### src/rtl/pov_types_pkg.sv
package pov_types_pkg;

    // Parallel serial lanes in the driver chain
    localparam int LANES = 30;

    // Function control register length of one driver
    localparam int CONF_BITS = 48;

    // Word address width for 3072 framebuffer words
    localparam int FB_ADDR_BITS = 12;

    // Multiplexed rows behind the column drivers
    localparam int ROW_LINES = 8;

    // One SIN sample per lane
    // Also the width of a single framebuffer word
    typedef logic [LANES-1:0] lane_word_t;

    // Function control data, shifted out MSB first
    typedef logic [CONF_BITS-1:0] conf_word_t;

    // Framebuffer word address
    typedef logic [FB_ADDR_BITS-1:0] fb_addr_t;

    // One enable per multiplexed row
    typedef logic [ROW_LINES-1:0] row_sel_t;

endpackage

### src/rtl/tlc_timing_pkg.sv
package tlc_timing_pkg;

    // SCLK edges with LAT high for each latch command
    localparam int FCWRTEN_LEN = 15;
    localparam int WRTFC_LEN = 5;
    localparam int WRTGS_LEN = 1;
    localparam int LATGS_LEN = 3;

    // SCLK edges in one shift and shifts in one segment
    localparam int SHIFT_BITS = 48;
    localparam int SHIFTS_PER_SEG = 8;

    // 9-bit poker mode needs 512 GCLK plus one pause cycle
    localparam int SEG_LAST = 512;

    // Blanking at segment start keeps LATGS clear of the GCLK wrap
    localparam int BLANK_LEN = 72;

    // Pause cycle followed by one full shift
    localparam int GROUP_LEN = 49;

    // Multiplexed rows per slice
    localparam int ROWS = 8;

    // Settling time after WRTFC before streaming may begin
    localparam int WRTFC_WAIT = 6;

    // Framebuffer geometry
    localparam int WORDS_PER_SEG = 384;
    localparam int FB_WORDS = 3072;

endpackage

### src/rtl/fb_bus_if.sv
`timescale 1ns/100ps

interface fb_bus_if
    import pov_types_pkg::*;
();

    // Access strobe, one word per cycle
    logic req;
    // Write when high, read otherwise
    logic we;
    fb_addr_t addr;
    lane_word_t wdata;
    // Valid the cycle after the request
    lane_word_t rdata;

    // Side that issues accesses
    modport requester (
        output req,
        output we,
        output addr,
        output wdata,
        input  rdata
    );

    // Side that serves accesses
    modport memory (
        input  req,
        input  we,
        input  addr,
        input  wdata,
        output rdata
    );

endinterface

### src/rtl/driver_controller.sv
`timescale 1ns/100ps

module driver_controller
    import pov_types_pkg::*;
    import tlc_timing_pkg::*;
(
    input  logic        clk,
    input  logic        nrst,
    input  logic        clk_enable,
    input  logic        new_conf,
    input  conf_word_t  active_conf,
    input  logic        position_sync,
    fb_bus_if.requester fb,
    output logic        drv_sclk,
    output logic        drv_gclk,
    output logic        drv_lat,
    output lane_word_t  drv_sin,
    output logic        column_ready,
    output logic        streaming
);

    // Boot runs STALL, FCWRTEN, conf shift with WRTFC, settle
    // Afterwards it alternates between waiting and streaming
    typedef enum logic [2:0] {
        ST_STALL,
        ST_PREPARE_CONFIG,
        ST_CONFIG,
        ST_WRTFC_WAIT,
        ST_WAIT_FOR_SLICE,
        ST_STREAM
    } state_t;

    state_t state;

    // In-state counter during boot, bit position inside a group while streaming
    logic [5:0] bit_cnt;
    // Group within the segment, SHIFTS_PER_SEG means all shifts done
    logic [3:0] grp_cnt;
    // GCLK segment position including the pause cycle
    logic [9:0] seg_cnt;
    logic [2:0] row_cnt;
    // Next framebuffer word to be shifted
    fb_addr_t addr_cnt;
    logic stop_gclk;

    logic in_region;
    logic shift_pos;
    logic shift_now;
    logic slice_start;

    // Shift area of the segment after blanking
    assign in_region = (state == ST_STREAM) && (seg_cnt >= BLANK_LEN)
                       && (grp_cnt < SHIFTS_PER_SEG);
    // Bit 0 of each group is the pause after a latch
    assign shift_pos = in_region && (bit_cnt != '0);
    assign shift_now = clk_enable && shift_pos;
    assign slice_start = (state == ST_WAIT_FOR_SLICE) && position_sync;

    // Strobes are taken on any cycle, counters move on enabled cycles only
    always_ff @(posedge clk or negedge nrst) begin
        if (!nrst) begin
            state <= ST_STALL;
            bit_cnt <= '0;
            grp_cnt <= '0;
            row_cnt <= '0;
            addr_cnt <= '0;
        end else if (new_conf) begin
            state <= ST_PREPARE_CONFIG;
            bit_cnt <= '0;
        end else if (slice_start) begin
            state <= ST_STREAM;
            bit_cnt <= '0;
            grp_cnt <= '0;
            row_cnt <= '0;
            addr_cnt <= '0;
        end else if (clk_enable) begin
            case (state)
                ST_PREPARE_CONFIG: begin
                    // FCWRTEN
                    if (bit_cnt == FCWRTEN_LEN - 1) begin
                        state <= ST_CONFIG;
                        bit_cnt <= '0;
                    end else begin
                        bit_cnt <= bit_cnt + 1'b1;
                    end
                end
                ST_CONFIG: begin
                    // Pause plus 48 conf bits
                    if (bit_cnt == SHIFT_BITS) begin
                        state <= ST_WRTFC_WAIT;
                        bit_cnt <= '0;
                    end else begin
                        bit_cnt <= bit_cnt + 1'b1;
                    end
                end
                ST_WRTFC_WAIT: begin
                    if (bit_cnt == WRTFC_WAIT - 1) begin
                        state <= ST_WAIT_FOR_SLICE;
                        bit_cnt <= '0;
                    end else begin
                        bit_cnt <= bit_cnt + 1'b1;
                    end
                end
                ST_STREAM: begin
                    if (in_region) begin
                        if (bit_cnt == GROUP_LEN - 1) begin
                            bit_cnt <= '0;
                            grp_cnt <= grp_cnt + 1'b1;
                        end else begin
                            bit_cnt <= bit_cnt + 1'b1;
                        end
                    end
                    if (shift_pos) begin
                        addr_cnt <= addr_cnt + 1'b1;
                    end
                    // Segment wrap moves to the next row
                    if (seg_cnt == SEG_LAST) begin
                        bit_cnt <= '0;
                        grp_cnt <= '0;
                        row_cnt <= row_cnt + 1'b1;
                        if (row_cnt == ROWS - 1) begin
                            state <= ST_WAIT_FOR_SLICE;
                        end
                    end
                end
                default: begin
                end
            endcase
        end
    end

    // GCLK segment counter keeps running while waiting
    // After a slice it stops GCLK at the next wrap
    always_ff @(posedge clk or negedge nrst) begin
        if (!nrst) begin
            seg_cnt <= '0;
            stop_gclk <= 1'b1;
        end else if (new_conf || slice_start) begin
            seg_cnt <= '0;
            stop_gclk <= !slice_start;
        end else if (state == ST_STREAM || state == ST_WAIT_FOR_SLICE) begin
            if (clk_enable) begin
                seg_cnt <= (seg_cnt == SEG_LAST) ? '0 : seg_cnt + 1'b1;
                if (state == ST_WAIT_FOR_SLICE && seg_cnt == SEG_LAST) begin
                    stop_gclk <= 1'b1;
                end
            end
        end else begin
            seg_cnt <= '0;
            stop_gclk <= 1'b1;
        end
    end

    // Clock and latch outputs follow clk_enable so each edge has a counter step
    always_comb begin
        drv_sclk = 1'b0;
        drv_lat = 1'b0;
        drv_sin = '0;
        case (state)
            ST_PREPARE_CONFIG: begin
                drv_sclk = clk_enable;
                drv_lat = clk_enable;
            end
            ST_CONFIG: begin
                if (bit_cnt != '0) begin
                    drv_sclk = clk_enable;
                    drv_sin = {$bits(lane_word_t){active_conf[SHIFT_BITS - bit_cnt]}};
                end
                // WRTFC on the last bits
                drv_lat = clk_enable && (bit_cnt > SHIFT_BITS - WRTFC_LEN);
            end
            ST_STREAM: begin
                drv_sclk = shift_now;
                if (shift_pos) begin
                    drv_sin = fb.rdata;
                end
                // WRTGS per group, LATGS closes the last group
                drv_lat = clk_enable && in_region
                          && ((bit_cnt > SHIFT_BITS - WRTGS_LEN)
                              || (grp_cnt == SHIFTS_PER_SEG - 1
                                  && bit_cnt > SHIFT_BITS - LATGS_LEN));
            end
            default: begin
            end
        endcase
    end

    // One pause cycle per segment for the LATGS to settle
    assign drv_gclk = clk_enable && (seg_cnt != '0)
                      && ((state == ST_STREAM)
                          || (state == ST_WAIT_FOR_SLICE && !stop_gclk));

    assign column_ready = clk_enable && (seg_cnt == SEG_LAST)
                          && (state == ST_STREAM || state == ST_WAIT_FOR_SLICE);
    assign streaming = (state == ST_STREAM);

    // Prefetch for the next shift cycle
    // Repeated through enable gaps so rdata stays on the word to shift
    assign fb.req = in_region && (clk_enable ? (bit_cnt != SHIFT_BITS) : (bit_cnt != '0));
    assign fb.addr = shift_now ? addr_cnt + 1'b1 : addr_cnt;
    assign fb.we = 1'b0;
    assign fb.wdata = '0;

    // Every word of the slice went out exactly once
    a_slice_words: assert property (
        @(posedge clk) disable iff (!nrst)
        (state == ST_STREAM && column_ready && row_cnt == ROWS - 1 && !new_conf)
        |-> (addr_cnt == FB_WORDS) ##1 (state == ST_WAIT_FOR_SLICE)
    );

endmodule

### src/flat_wrapper.sv
// flat-port wrapper written by rule: the top's interface ports become plain ports
module driver_controller_flat import pov_types_pkg::*; import tlc_timing_pkg::*;
  (clk, nrst, clk_enable, new_conf, active_conf, position_sync, drv_sclk, drv_gclk, drv_lat, drv_sin, column_ready, streaming, fb_req, fb_we, fb_addr, fb_wdata, fb_rdata);
  fb_bus_if fb_i ();
  input  logic clk;
  input  logic nrst;
  input  logic clk_enable;
  input  logic new_conf;
  input  conf_word_t active_conf;
  input  logic position_sync;
  output logic drv_sclk;
  output logic drv_gclk;
  output logic drv_lat;
  output lane_word_t drv_sin;
  output logic column_ready;
  output logic streaming;
  output wire logic [$bits(fb_i.req)-1:0] fb_req;
  output wire logic [$bits(fb_i.we)-1:0] fb_we;
  output wire logic [$bits(fb_i.addr)-1:0] fb_addr;
  output wire logic [$bits(fb_i.wdata)-1:0] fb_wdata;
  input wire logic [$bits(fb_i.rdata)-1:0] fb_rdata;
  assign fb_req = fb_i.req;
  assign fb_we = fb_i.we;
  assign fb_addr = fb_i.addr;
  assign fb_wdata = fb_i.wdata;
  assign fb_i.rdata = fb_rdata;
  driver_controller u_core (.clk(clk), .nrst(nrst), .clk_enable(clk_enable), .new_conf(new_conf), .active_conf(active_conf), .position_sync(position_sync), .fb(fb_i), .drv_sclk(drv_sclk), .drv_gclk(drv_gclk), .drv_lat(drv_lat), .drv_sin(drv_sin), .column_ready(column_ready), .streaming(streaming));
endmodule
### config.mk
export PLATFORM = sky130hd
export DESIGN_NAME = driver_controller_flat
export DESIGN_NICKNAME = d
export VERILOG_FILES = /design/src/rtl/pov_types_pkg.sv /design/src/rtl/tlc_timing_pkg.sv /design/src/rtl/fb_bus_if.sv /design/src/rtl/driver_controller.sv /design/src/flat_wrapper.sv
export SDC_FILE = /design/constraint.sdc
export NUM_CORES = 1
export LEC_CHECK = 0
export ABC_AREA = 0
export ABC_CLOCK_PERIOD_IN_PS = 3200
export BUFFER_PORTS_ARGS = -buffer_cell sky130_fd_sc_hd__buf_2
export CORE_ASPECT_RATIO = 1.2
export CORE_MARGIN = 8
export CORE_UTILIZATION = 30
export DETAILED_ROUTE_END_ITERATION = 10
export PLACE_DENSITY_LB_ADDON = 0.15
export SLEW_MARGIN = 10
export SYNTH_ARGS = -nofsm -noshare
export SYNTH_HDL_FRONTEND = slang
export SYNTH_SLANG_ARGS = --single-unit
### constraint.sdc
create_clock -name clk -period 3.2 [get_ports clk]
set_input_delay 0.32 -clock clk [delete_from_list [all_inputs] [get_ports clk]]
set_output_delay 0.32 -clock clk [all_outputs]
set_load 0.01 [all_outputs]
# Yosys cells after proc, flatten, opt, wreduce, memory -nomap -nowiden
# Index checks and enable logic that the tools add are counted.
dict set report totals {
  register_bits 39
  output_inout_bits 79
}
dict set report op_classes {
  addsub 6
  order_cmp 6
  eq_ne 20
  muxes 50
  bitwise 1
  n_reduce_logical 38
}
# cell n
set ops {}
lappend ops {{$mux 12} 5}
lappend ops {{$mux 30} 2}
lappend ops {{$pmux 30 s2} 1}
lappend ops {{$mux 6} 8}
lappend ops {{$mux 10} 4}
lappend ops {{$mux 3} 12}
lappend ops {{$lt 32x7->1 const B} 1}
lappend ops {{$mux 4} 6}
lappend ops {{$pmux 6 s4} 1}
lappend ops {{$ne 4x2->1 const B} 5}
lappend ops {{$gt 6x6->1 const B} 3}
lappend ops {{$logic_and 1x1->1} 16}
lappend ops {{$add 12x1->12 const B} 1}
lappend ops {{$pmux 3 s4} 1}
lappend ops {{$reduce_bool 6->1} 2}
lappend ops {{$add 10x1->10 const B} 1}
lappend ops {{$eq 10x10->1 const B} 1}
lappend ops {{$ge 10x7->1 const B} 1}
lappend ops {{$reduce_bool 10->1} 1}
lappend ops {{$eq 3x3->1 const B} 3}
lappend ops {{$reduce_bool 3->1} 3}
lappend ops {{$reduce_and 4->1} 2}
lappend ops {{$reduce_bool 2->1} 4}
lappend ops {{$mux 1} 7}
lappend ops {{other kinds (24)} 30}

# Logic depth before layout (Yosys ltp)
# Gate-level depths: netlist of the first run.
dict set report logic_depth {
  ltp_word 9
  depth_mapped 11
}

# Worst setup path before layout of the first run
# Ideal clock, no wire load.
dict set report synth_timing {
  kind {register -> output}
  startpoint {register u_core.bit_cnt[0]}
  endpoint {output port drv_sin[0]}
  arrival_ns 2.707
  required_time_ns 2.880
  setup_slack_ns 0.173
  path_stages_with_launch 12
  path_cell_list {dfrtp_1 -> buf_6 -> buf_6 -> inv_1 -> ha_1 -> clkbuf_1 -> mux4_2 -> mux4_2 -> o211ai_2 -> o41ai_2 -> buf_6 -> a21o_1}
}
dict set report synth_via {
  elab_chain_len 5
  elab_cells_between_ends 8
  classes_between {add/sub (1); mux (5); reduce/logical (2)}
}
# element line
set synth_rtl {}
lappend synth_rtl {{start, declared} driver_controller.sv:36} ;# logic [5:0] bit_cnt;
lappend synth_rtl {{start signal, assigned} driver_controller.sv:84} ;# bit_cnt <= bit_cnt + 1'b1;
lappend synth_rtl {{start signal, assigned} driver_controller.sv:93} ;# bit_cnt <= bit_cnt + 1'b1;
lappend synth_rtl {{start signal, assigned} driver_controller.sv:101} ;# bit_cnt <= bit_cnt + 1'b1;
lappend synth_rtl {{$sub 6x6->7} driver_controller.sv:167} ;# drv_sin = {$bits(lane_word_t){active_conf[SHIFT_BITS - bit_cnt]}};
lappend synth_rtl {{$bmux 1 s6} driver_controller.sv:167}
lappend synth_rtl {{$mux 1 (implied by the code)} driver_controller.sv:167}
lappend synth_rtl {{$mux 30} driver_controller.sv:165} ;# if (bit_cnt != '0) begin
lappend synth_rtl {{$pmux 30 s2 (*)} driver_controller.sv:159} ;# case (state)
lappend synth_rtl {{end, declared} flat_wrapper.sv:14} ;# output lane_word_t drv_sin;
# Every way passes the cells marked *; elsewhere a longest branch is shown, timed or not. The select of a mux whose other input is x is not followed.

# Worst setup path in the final report of the first run
dict set report layout_timing {
  startpoint {register u_core.bit_cnt[0]}
  endpoint {output port drv_sin[14]}
}
# Same word-level chain as after synthesis.

==> flow_summary_export.csv, run 1 <==
group,metric,value,unit
run_status,status,"complete, no violations",
grt,overflow,0,
synthesis,synth_async_sr_flop_share,100.0,%
clock_tree,cts_hold_buf,0,
detailed_routing,drtIter0Drc,133,
die,core_area,12060,um^2
critical_path,crit_path_top_delay_cell,"mux4_2",
detailed_routing,drtPass1Iterations,4,
critical_path,cp_common_cell,"mux4_2",
detailed_routing,final_antenna_net_count,0,
sta,fmax,325.9,MHz
synthesis,syn_inst,431,
clock_tree,clk_path_buf_depth,2,
clock_tree,cts_root_buf,"clkbuf_16",
critical_path,cp_data_required_time,2880,ps
synthesis,ys_seq_elements,39,
critical_path,cp-startpoint,"u_core.bit_cnt[0]$_DFFE_PN0P_",
finish,fillers,1257,
critical_path,cp_top_family,"multiplexers",
die,dieWidth,117.3,um
detailed_routing,viasPerCell,5.115,
critical_path,cp.depth,10,
detailed_routing,wl_per_cell,16.65,um
die,row_count,44,
finish,layout_common_cells,"130 x buf_2, 41 x o21ai_0, 38 x dfrtp_1",
critical_path,rrSetupSlack,840,ps
synthesis,syn_area,3694,um^2
grt,antenna_found_initial,0,
critical_path,arrival,2750,ps
placement,io_buffers,130,
detailed_routing,vias,3683,
critical_path,worstRegToRegCells,7,
synthesis,synth_area_leaders,"dfrtp_1 26%, mux4_1 7.1%, a21o_1 6.7%",
run,cap_viol_max_count,0,
sta,min_period_over_period,95.88,%
synthesis,synth-edff-count,0,
sta,hold_ws,163.8,ps
sta,finalHoldViolations,0,
finish,layout_commonest_cell,"buf_2",
critical_path,cp-endpoint,"drv_sin[14]",
power_and_ir_drop,ir_drop,346.7,uV
sta,setup-violations-final,0,
die,ioPinCount,162,
clock_tree,clock_sinks,39,
critical_path,path_cells,"inv_1 > ha_4 > buf_4 > mux4_2 > mux4_2 > o211ai_2 > o41ai_4 > buf_6 > a21o_1 > buf_2",
power_and_ir_drop,p_per_area,552.5,nW/um^2
clock_tree,clk_pin_slew_worst_paths,70,ps
critical_path,crit_buf_inv,4,
die,start_util,30.64,%
grt,grt_pass1_wl,18990,um
detailed_routing,drc,0,
finish,antenna_cells,0,
sta,rsz0062_at_grt,"false",
clock_tree,clk_latency,290,ps
detailed_routing,wl,11990,um
clock_tree,htreeDepth,2,
die,die_area,16130,um^2
critical_path,crit_type,"register to primary output",
sta,final.min_clock_period,3068,ps
grt,first_global_vias,3849,
critical_path,crit_fanout,15,
sta,slew_violations,0,
finish,nets,651,
clock_tree,cts_buffers,5,
finish,syn_to_final_growth,26.19,%
synthesis,seq_area_frac_synth,26.46,%
critical_path,start_kind,"register",
synthesis,yosysTopAreaCell,"dfrtp_1",
die,die_h,137.6,um
synthesis,yosysWarnings,0,
sta,fin_worst_skew,10.42,ps
finish,final_util,38.66,%
synthesis,synth_top_area_share,25.75,%
power_and_ir_drop,power_leakage,2.514,nW
synthesis,ys_types,63,
sta,setup-tns-final,0,ps
placement,globalplace.congestion,0.8590,
grt,grt_usage,14.75,%
sta,worst_slew_pin_slew,911.6,ps
sta,relSlewSlack,39.23,%
clock_tree,cts_tree,"built",
critical_path,rr_endpoint,"u_core.addr_cnt[6]$_DFFE_PN0P_",
power_and_ir_drop,p_total,2.575,mW
finish,drive_gt1_share,30.77,%
min_path,hp-class,"primary input to async pin",
critical_path,slowest_delay,510,ps
synthesis,syn_avg_cell_area,8.570,um^2
placement,hpwl,9463,um
critical_path,timing.rr.start,"u_core.state[2]$_DFFE_PN0P_",
synthesis,synth_ff_type,"dfrtp_1",
critical_path,worstSetupEndpointType,"primary output",
grt,grt_max_degree,48,
-- where the power goes --
part	switching [mW]	internal, mW
clock	0.214	0.388
combinational	0.706	0.693
sequential	0.0482	0.526
total	0.969	1.61
-- cell families after synthesis --
logic type / synth area share (%)
other: 0.1015
flip-flops: 26.46
AO/OA/AOI/OAI: 25.17
AND/OR/NAND/NOR: 19.44
XOR/XNOR: 3.794
adder cells (fa/ha/maj): 3.388
multiplexers: 10.43
buffers and inverters: 11.21
-- routing by layer --
layer	part of all wire, %	global-route usage [%]
met5	0	0
met4	1.4	3.920
met3	6.0	3.684
met2	53	27.38
met1	40	16.10
-- worst min-delay path by stage --
stage	startpoint	end	slack, ps
after floorplan	nrst	u_core.addr_cnt[0]$_DFFE_PN0P_	20
after global placement	u_core.row_cnt[1]$_DFFE_PN0P_	u_core.row_cnt[1]$_DFFE_PN0P_	470
after detailed placement	u_core.row_cnt[1]$_DFFE_PN0P_	u_core.row_cnt[1]$_DFFE_PN0P_	480
after CTS	nrst	u_core.state[1]$_DFFE_PN0P_	210
after global routing	nrst	u_core.state[1]$_DFFE_PN0P_	260
final	nrst	u_core.state[1]$_DFFE_PN0P_	160
-- state kept, by name, indices dropped and copies added (netlist names) --
| signal | flops |
|---|---|
| u_core.seg_cnt | 10 |
| u_core.row_cnt | 3 |
| u_core.stop_gclk | 1 |
| u_core.state | 3 |
| u_core.bit_cnt | 6 |
| u_core.addr_cnt | 12 |
| u_core.grp_cnt | 4 |
-- Yosys cell counts, drive strengths merged (3+ instances only) --
cell and n:
mux4 13, nor2b 12, a21o 33, dfrtp 38, buf 38, nand2b 3, clkbuf 20, a21oi 19
nand4 8, nand3 22, and3 8, o21ai 41, nor3 7, and2 3, nor2 26, o41ai 3
xnor2 13, a22o 4, mux2 4, ha 10, o31ai 11, xor2 3, nand2 35, inv 11
-- worst reg2reg max path: stages, from the launching register on --
cell,delay (ps)
dfrtp_1,560
nand2b_1,150
nor2_1,250
o21ai_0,130
buf_4,200
nor2_1,340
nand2_1,300
o41ai_1,310
-- stage by stage --
step	area (um^2)	std cells	worst slack (ps)
2_1_floorplan	3806	461	173.4
3_3_place_gp	4436	710	278.6
3_5_place_dp	4436	710	234.4
4_1_cts	4623	718	38.43
5_1_grt	4661	720	11.26
6_report	4661	720	131.9
-- repair_timing --
item / CTS / global route
gates cloned: 0 / 1
setup buffers: 0 / 1
pin swaps: 0 / 1
endpoints found under the setup margin: 30 / 30
resized for setup: 3 / 7
-- cell type report --
type	count	area, um^2	share of cell area (%)
multi-input combinational	353	2454	52.64
sequential	39	977.2	20.97
timing repair buffer	148	813.3	17.45
tap	161	201.4	4.322
clock buffer	6	138.9	2.980
inverter	11	41.29	0.8859
clock inverter	2	35.03	0.7517
(Power assumes the default switching activity.)
==> run 2, diff against run 1 <==
--- a/config.mk
+++ b/config.mk
@@ -9,10 +9,10 @@
 export ABC_CLOCK_PERIOD_IN_PS = 3200
 export BUFFER_PORTS_ARGS = -buffer_cell sky130_fd_sc_hd__buf_2
 export CORE_ASPECT_RATIO = 1.2
-export CORE_MARGIN = 8
+export CORE_MARGIN = 1
 export CORE_UTILIZATION = 30
 export DETAILED_ROUTE_END_ITERATION = 10
-export PLACE_DENSITY_LB_ADDON = 0.15
+export PLACE_DENSITY = 0.66
 export SLEW_MARGIN = 10
 export SYNTH_ARGS = -nofsm -noshare
 export SYNTH_HDL_FRONTEND = slang
==> run 2 against run 1 <==
Net effect: sequential share of layout area increased by 0.38 points; maximum frequency up 0.58%; critical endpoint is now drv_sin[8]; worst hold slack lost 6.5 ps; largest power group unchanged; utilization shrank 0.64 points; critical path depth fell by 2; sequential power up 3%; via count decreased by 1.6%; worst setup slack improved by 18 ps.
==> flow_summary_export.csv, run 2 (same netlist as run 1, synthesis figures left out) <==
group,metric,value,unit
clock_tree,cts_hold_buf,0,
detailed_routing,viasPerCell,5.091,
grt,grt_pass1_wl,15230,um
power_and_ir_drop,pwr-share-clk,23.4,%
die,row_count,44,
critical_path,cp_data_required_time,2880,ps
finish,syn_to_final_growth,24.09,%
die,ioPinCount,162,
grt,first_global_vias,3257,
sta,setup-violations-final,0,
sta,worst_slew_pin_slew,916.1,ps
critical_path,crit_type,"register to primary output",
critical_path,crit_fanout,30,
finish,largest_register_ff_count,12,
finish,layout_common_cells,"130 x buf_2, 41 x o21ai_0, 37 x dfrtp_1",
placement,hpwl,7519,um
sta,fin_worst_skew,7.649,ps
grt,antenna_found_initial,0,
power_and_ir_drop,comb_power_share,52.8,%
placement,io_buffers,130,
power_and_ir_drop,power_leakage,2.466,nW
clock_tree,cts_buffers,5,
clock_tree,cts_tree,"built",
sta,slew_violations,0,
finish,reg.largest.list,"u_core.addr_cnt x12, u_core.seg_cnt x10, u_core.bit_cnt x6",
placement,globalplace.congestion,0.8408,
critical_path,worstRegToRegCells,6,
die,core_area,12060,um^2
grt,grt_max_degree,48,
grt,grt_usage,15.18,%
sta,relSlewSlack,38.41,%
power_and_ir_drop,ir_drop,477.2,uV
die,die_h,123.6,um
detailed_routing,drtPass1Iterations,4,
sta,finalHoldViolations,0,
critical_path,rr_endpoint,"u_core.bit_cnt[2]$_DFFE_PN0P_",
sta,fmax,327.8,MHz
finish,largest_register,"u_core.addr_cnt",
power_and_ir_drop,power.switching,944.5,uW
finish,nets,643,
sta,final.min_clock_period,3050,ps
grt,overflow,0,
detailed_routing,drtIter0Drc,120,
clock_tree,clock_sinks,39,
run,cap_viol_max_count,0,
critical_path,cp-startpoint,"u_core.bit_cnt[0]$_DFFE_PN0P_",
sta,min_period_over_period,95.32,%
detailed_routing,drc,0,
clock_tree,cts_setup_buffers,0,
die,dieWidth,103.3,um
detailed_routing,final_antenna_net_count,0,
critical_path,rrSetupSlack,510,ps
finish,antenna_cells,0,
clock_tree,clk_path_buf_depth,2,
run_status,status,"complete, no violations",
finish,drive_gt1_share,30.31,%
power_and_ir_drop,power_frac_seq,23.9,%
detailed_routing,vias,3625,
die,die_area,12760,um^2
finish,layout_commonest_cell,"buf_2",
power_and_ir_drop,p_per_area,541.6,nW/um^2
die,start_util,30.64,%
power_and_ir_drop,internal_power,1.538,mW
critical_path,worstSetupEndpointType,"primary output",
critical_path,start_kind,"register",
min_path,hp-class,"primary input to async pin",
clock_tree,clk_latency,280,ps
clock_tree,cts_root_buf,"clkbuf_16",
finish,final_cells,712,
clock_tree,clk_pin_slew_worst_paths,60,ps
detailed_routing,wl_per_cell,13.64,um
power_and_ir_drop,swShare,38.05,%
detailed_routing,wl,9712,um
sta,rsz0062_at_grt,"false",
sta,setup-tns-final,0,ps
critical_path,timing.rr.start,"u_core.seg_cnt[4]$_DFFE_PN0P_",
critical_path,arrival,2730,ps
clock_tree,htreeDepth,2,
placement,dpl.cell_count,704,
run 2: cell types whose count changed in the layout (fill, tap and decap cells not counted):
cell | before | now
nor3_1 | 7 | 6
a2111oi_2 | 0 | 1
a2111oi_1 | 1 | 0
buf_6 | 4 | 1
buf_12 | 1 | 0
dfrtp_1 | 38 | 37
clkinv_4 | 0 | 1
buf_4 | 13 | 9
nor3_2 | 0 | 1
clkbuf_8 | 1 | 0
dfrtp_2 | 0 | 1
run 2: cell type report:
cell class              count  area [um^2]
clock buffers               5        125.1
repair buffers            140        729.5
inverters                  11        41.29
clock inverters             3        43.79
well taps                 161        201.4
fillers                  1240         7473
flip-flops and latches     39        978.4
multi-input cells         353         2464
run 2: power groups by stage:
stage | clock, mW | sequential, mW | combinational [mW]
floorplan | 0 | 0.562 | 0.971
global placement | 0 | 0.594 | 1.22
detailed placement | 0 | 0.595 | 1.25
CTS | 0.593 | 0.586 | 1.26
global route | 0.610 | 0.598 | 1.44
finish | 0.580 | 0.592 | 1.31
run 2: critical path, cell delays in order (launching register included):
cell      delay, ps
dfrtp_1         360
buf_6           220
mux4_1          570
mux4_2          510
o211ai_2        120
o41ai_4         100
buf_4           240
a21o_1          180
buf_2           130
run 2: how the worst max path moves through the flow:
stage | depth (start not counted) | slack [ps] | endpoint
after floorplan | 11 | 170 | drv_sin[0]
after global placement | 10 | 250 | drv_sin[6]
after detailed placement | 10 | 230 | drv_sin[3]
after CTS | 10 | 10 | drv_sin[3]
after global routing | 10 | 6 | drv_sin[8]
final | 8 | 150 | drv_sin[8]
run 2: layer usage:
| layer | share of wire [%] | wire, um | GRT usage, % | vias up |
|---|---|---|---|---|
| li1 | - | - | - | 1765 |
| met4 | 1.0 | 100 | 4.049 | 0 |
| met2 | 51 | 4962 | 27.38 | 134 |
| met1 | 43 | 4171 | 18.82 | 1718 |
| met3 | 4.9 | 477 | 1.979 | 8 |
| met5 | 0 | 0 | 0 | - |
run 2: metrics by stage:
step	power, mW	hold WS, ps	util [%]	area [um^2]	setup WS, ps
after floorplan	1.533	24.41	-	3806	173.4
after global placement	1.817	464.7	36.31	4378	246.7
after detailed placement	1.841	478.8	36.31	4378	233.9
after CTS	2.437	198.5	37.73	4549	13.65
after global routing	2.645	247.1	38.01	4583	5.559
final	2.482	157.2	38.01	4583	149.8
run 2: what timing repair did:
action | CTS | global route
endpoints found under the setup margin | 30 | 30
resized for setup | 1 | 7
cloned | 0 | 0
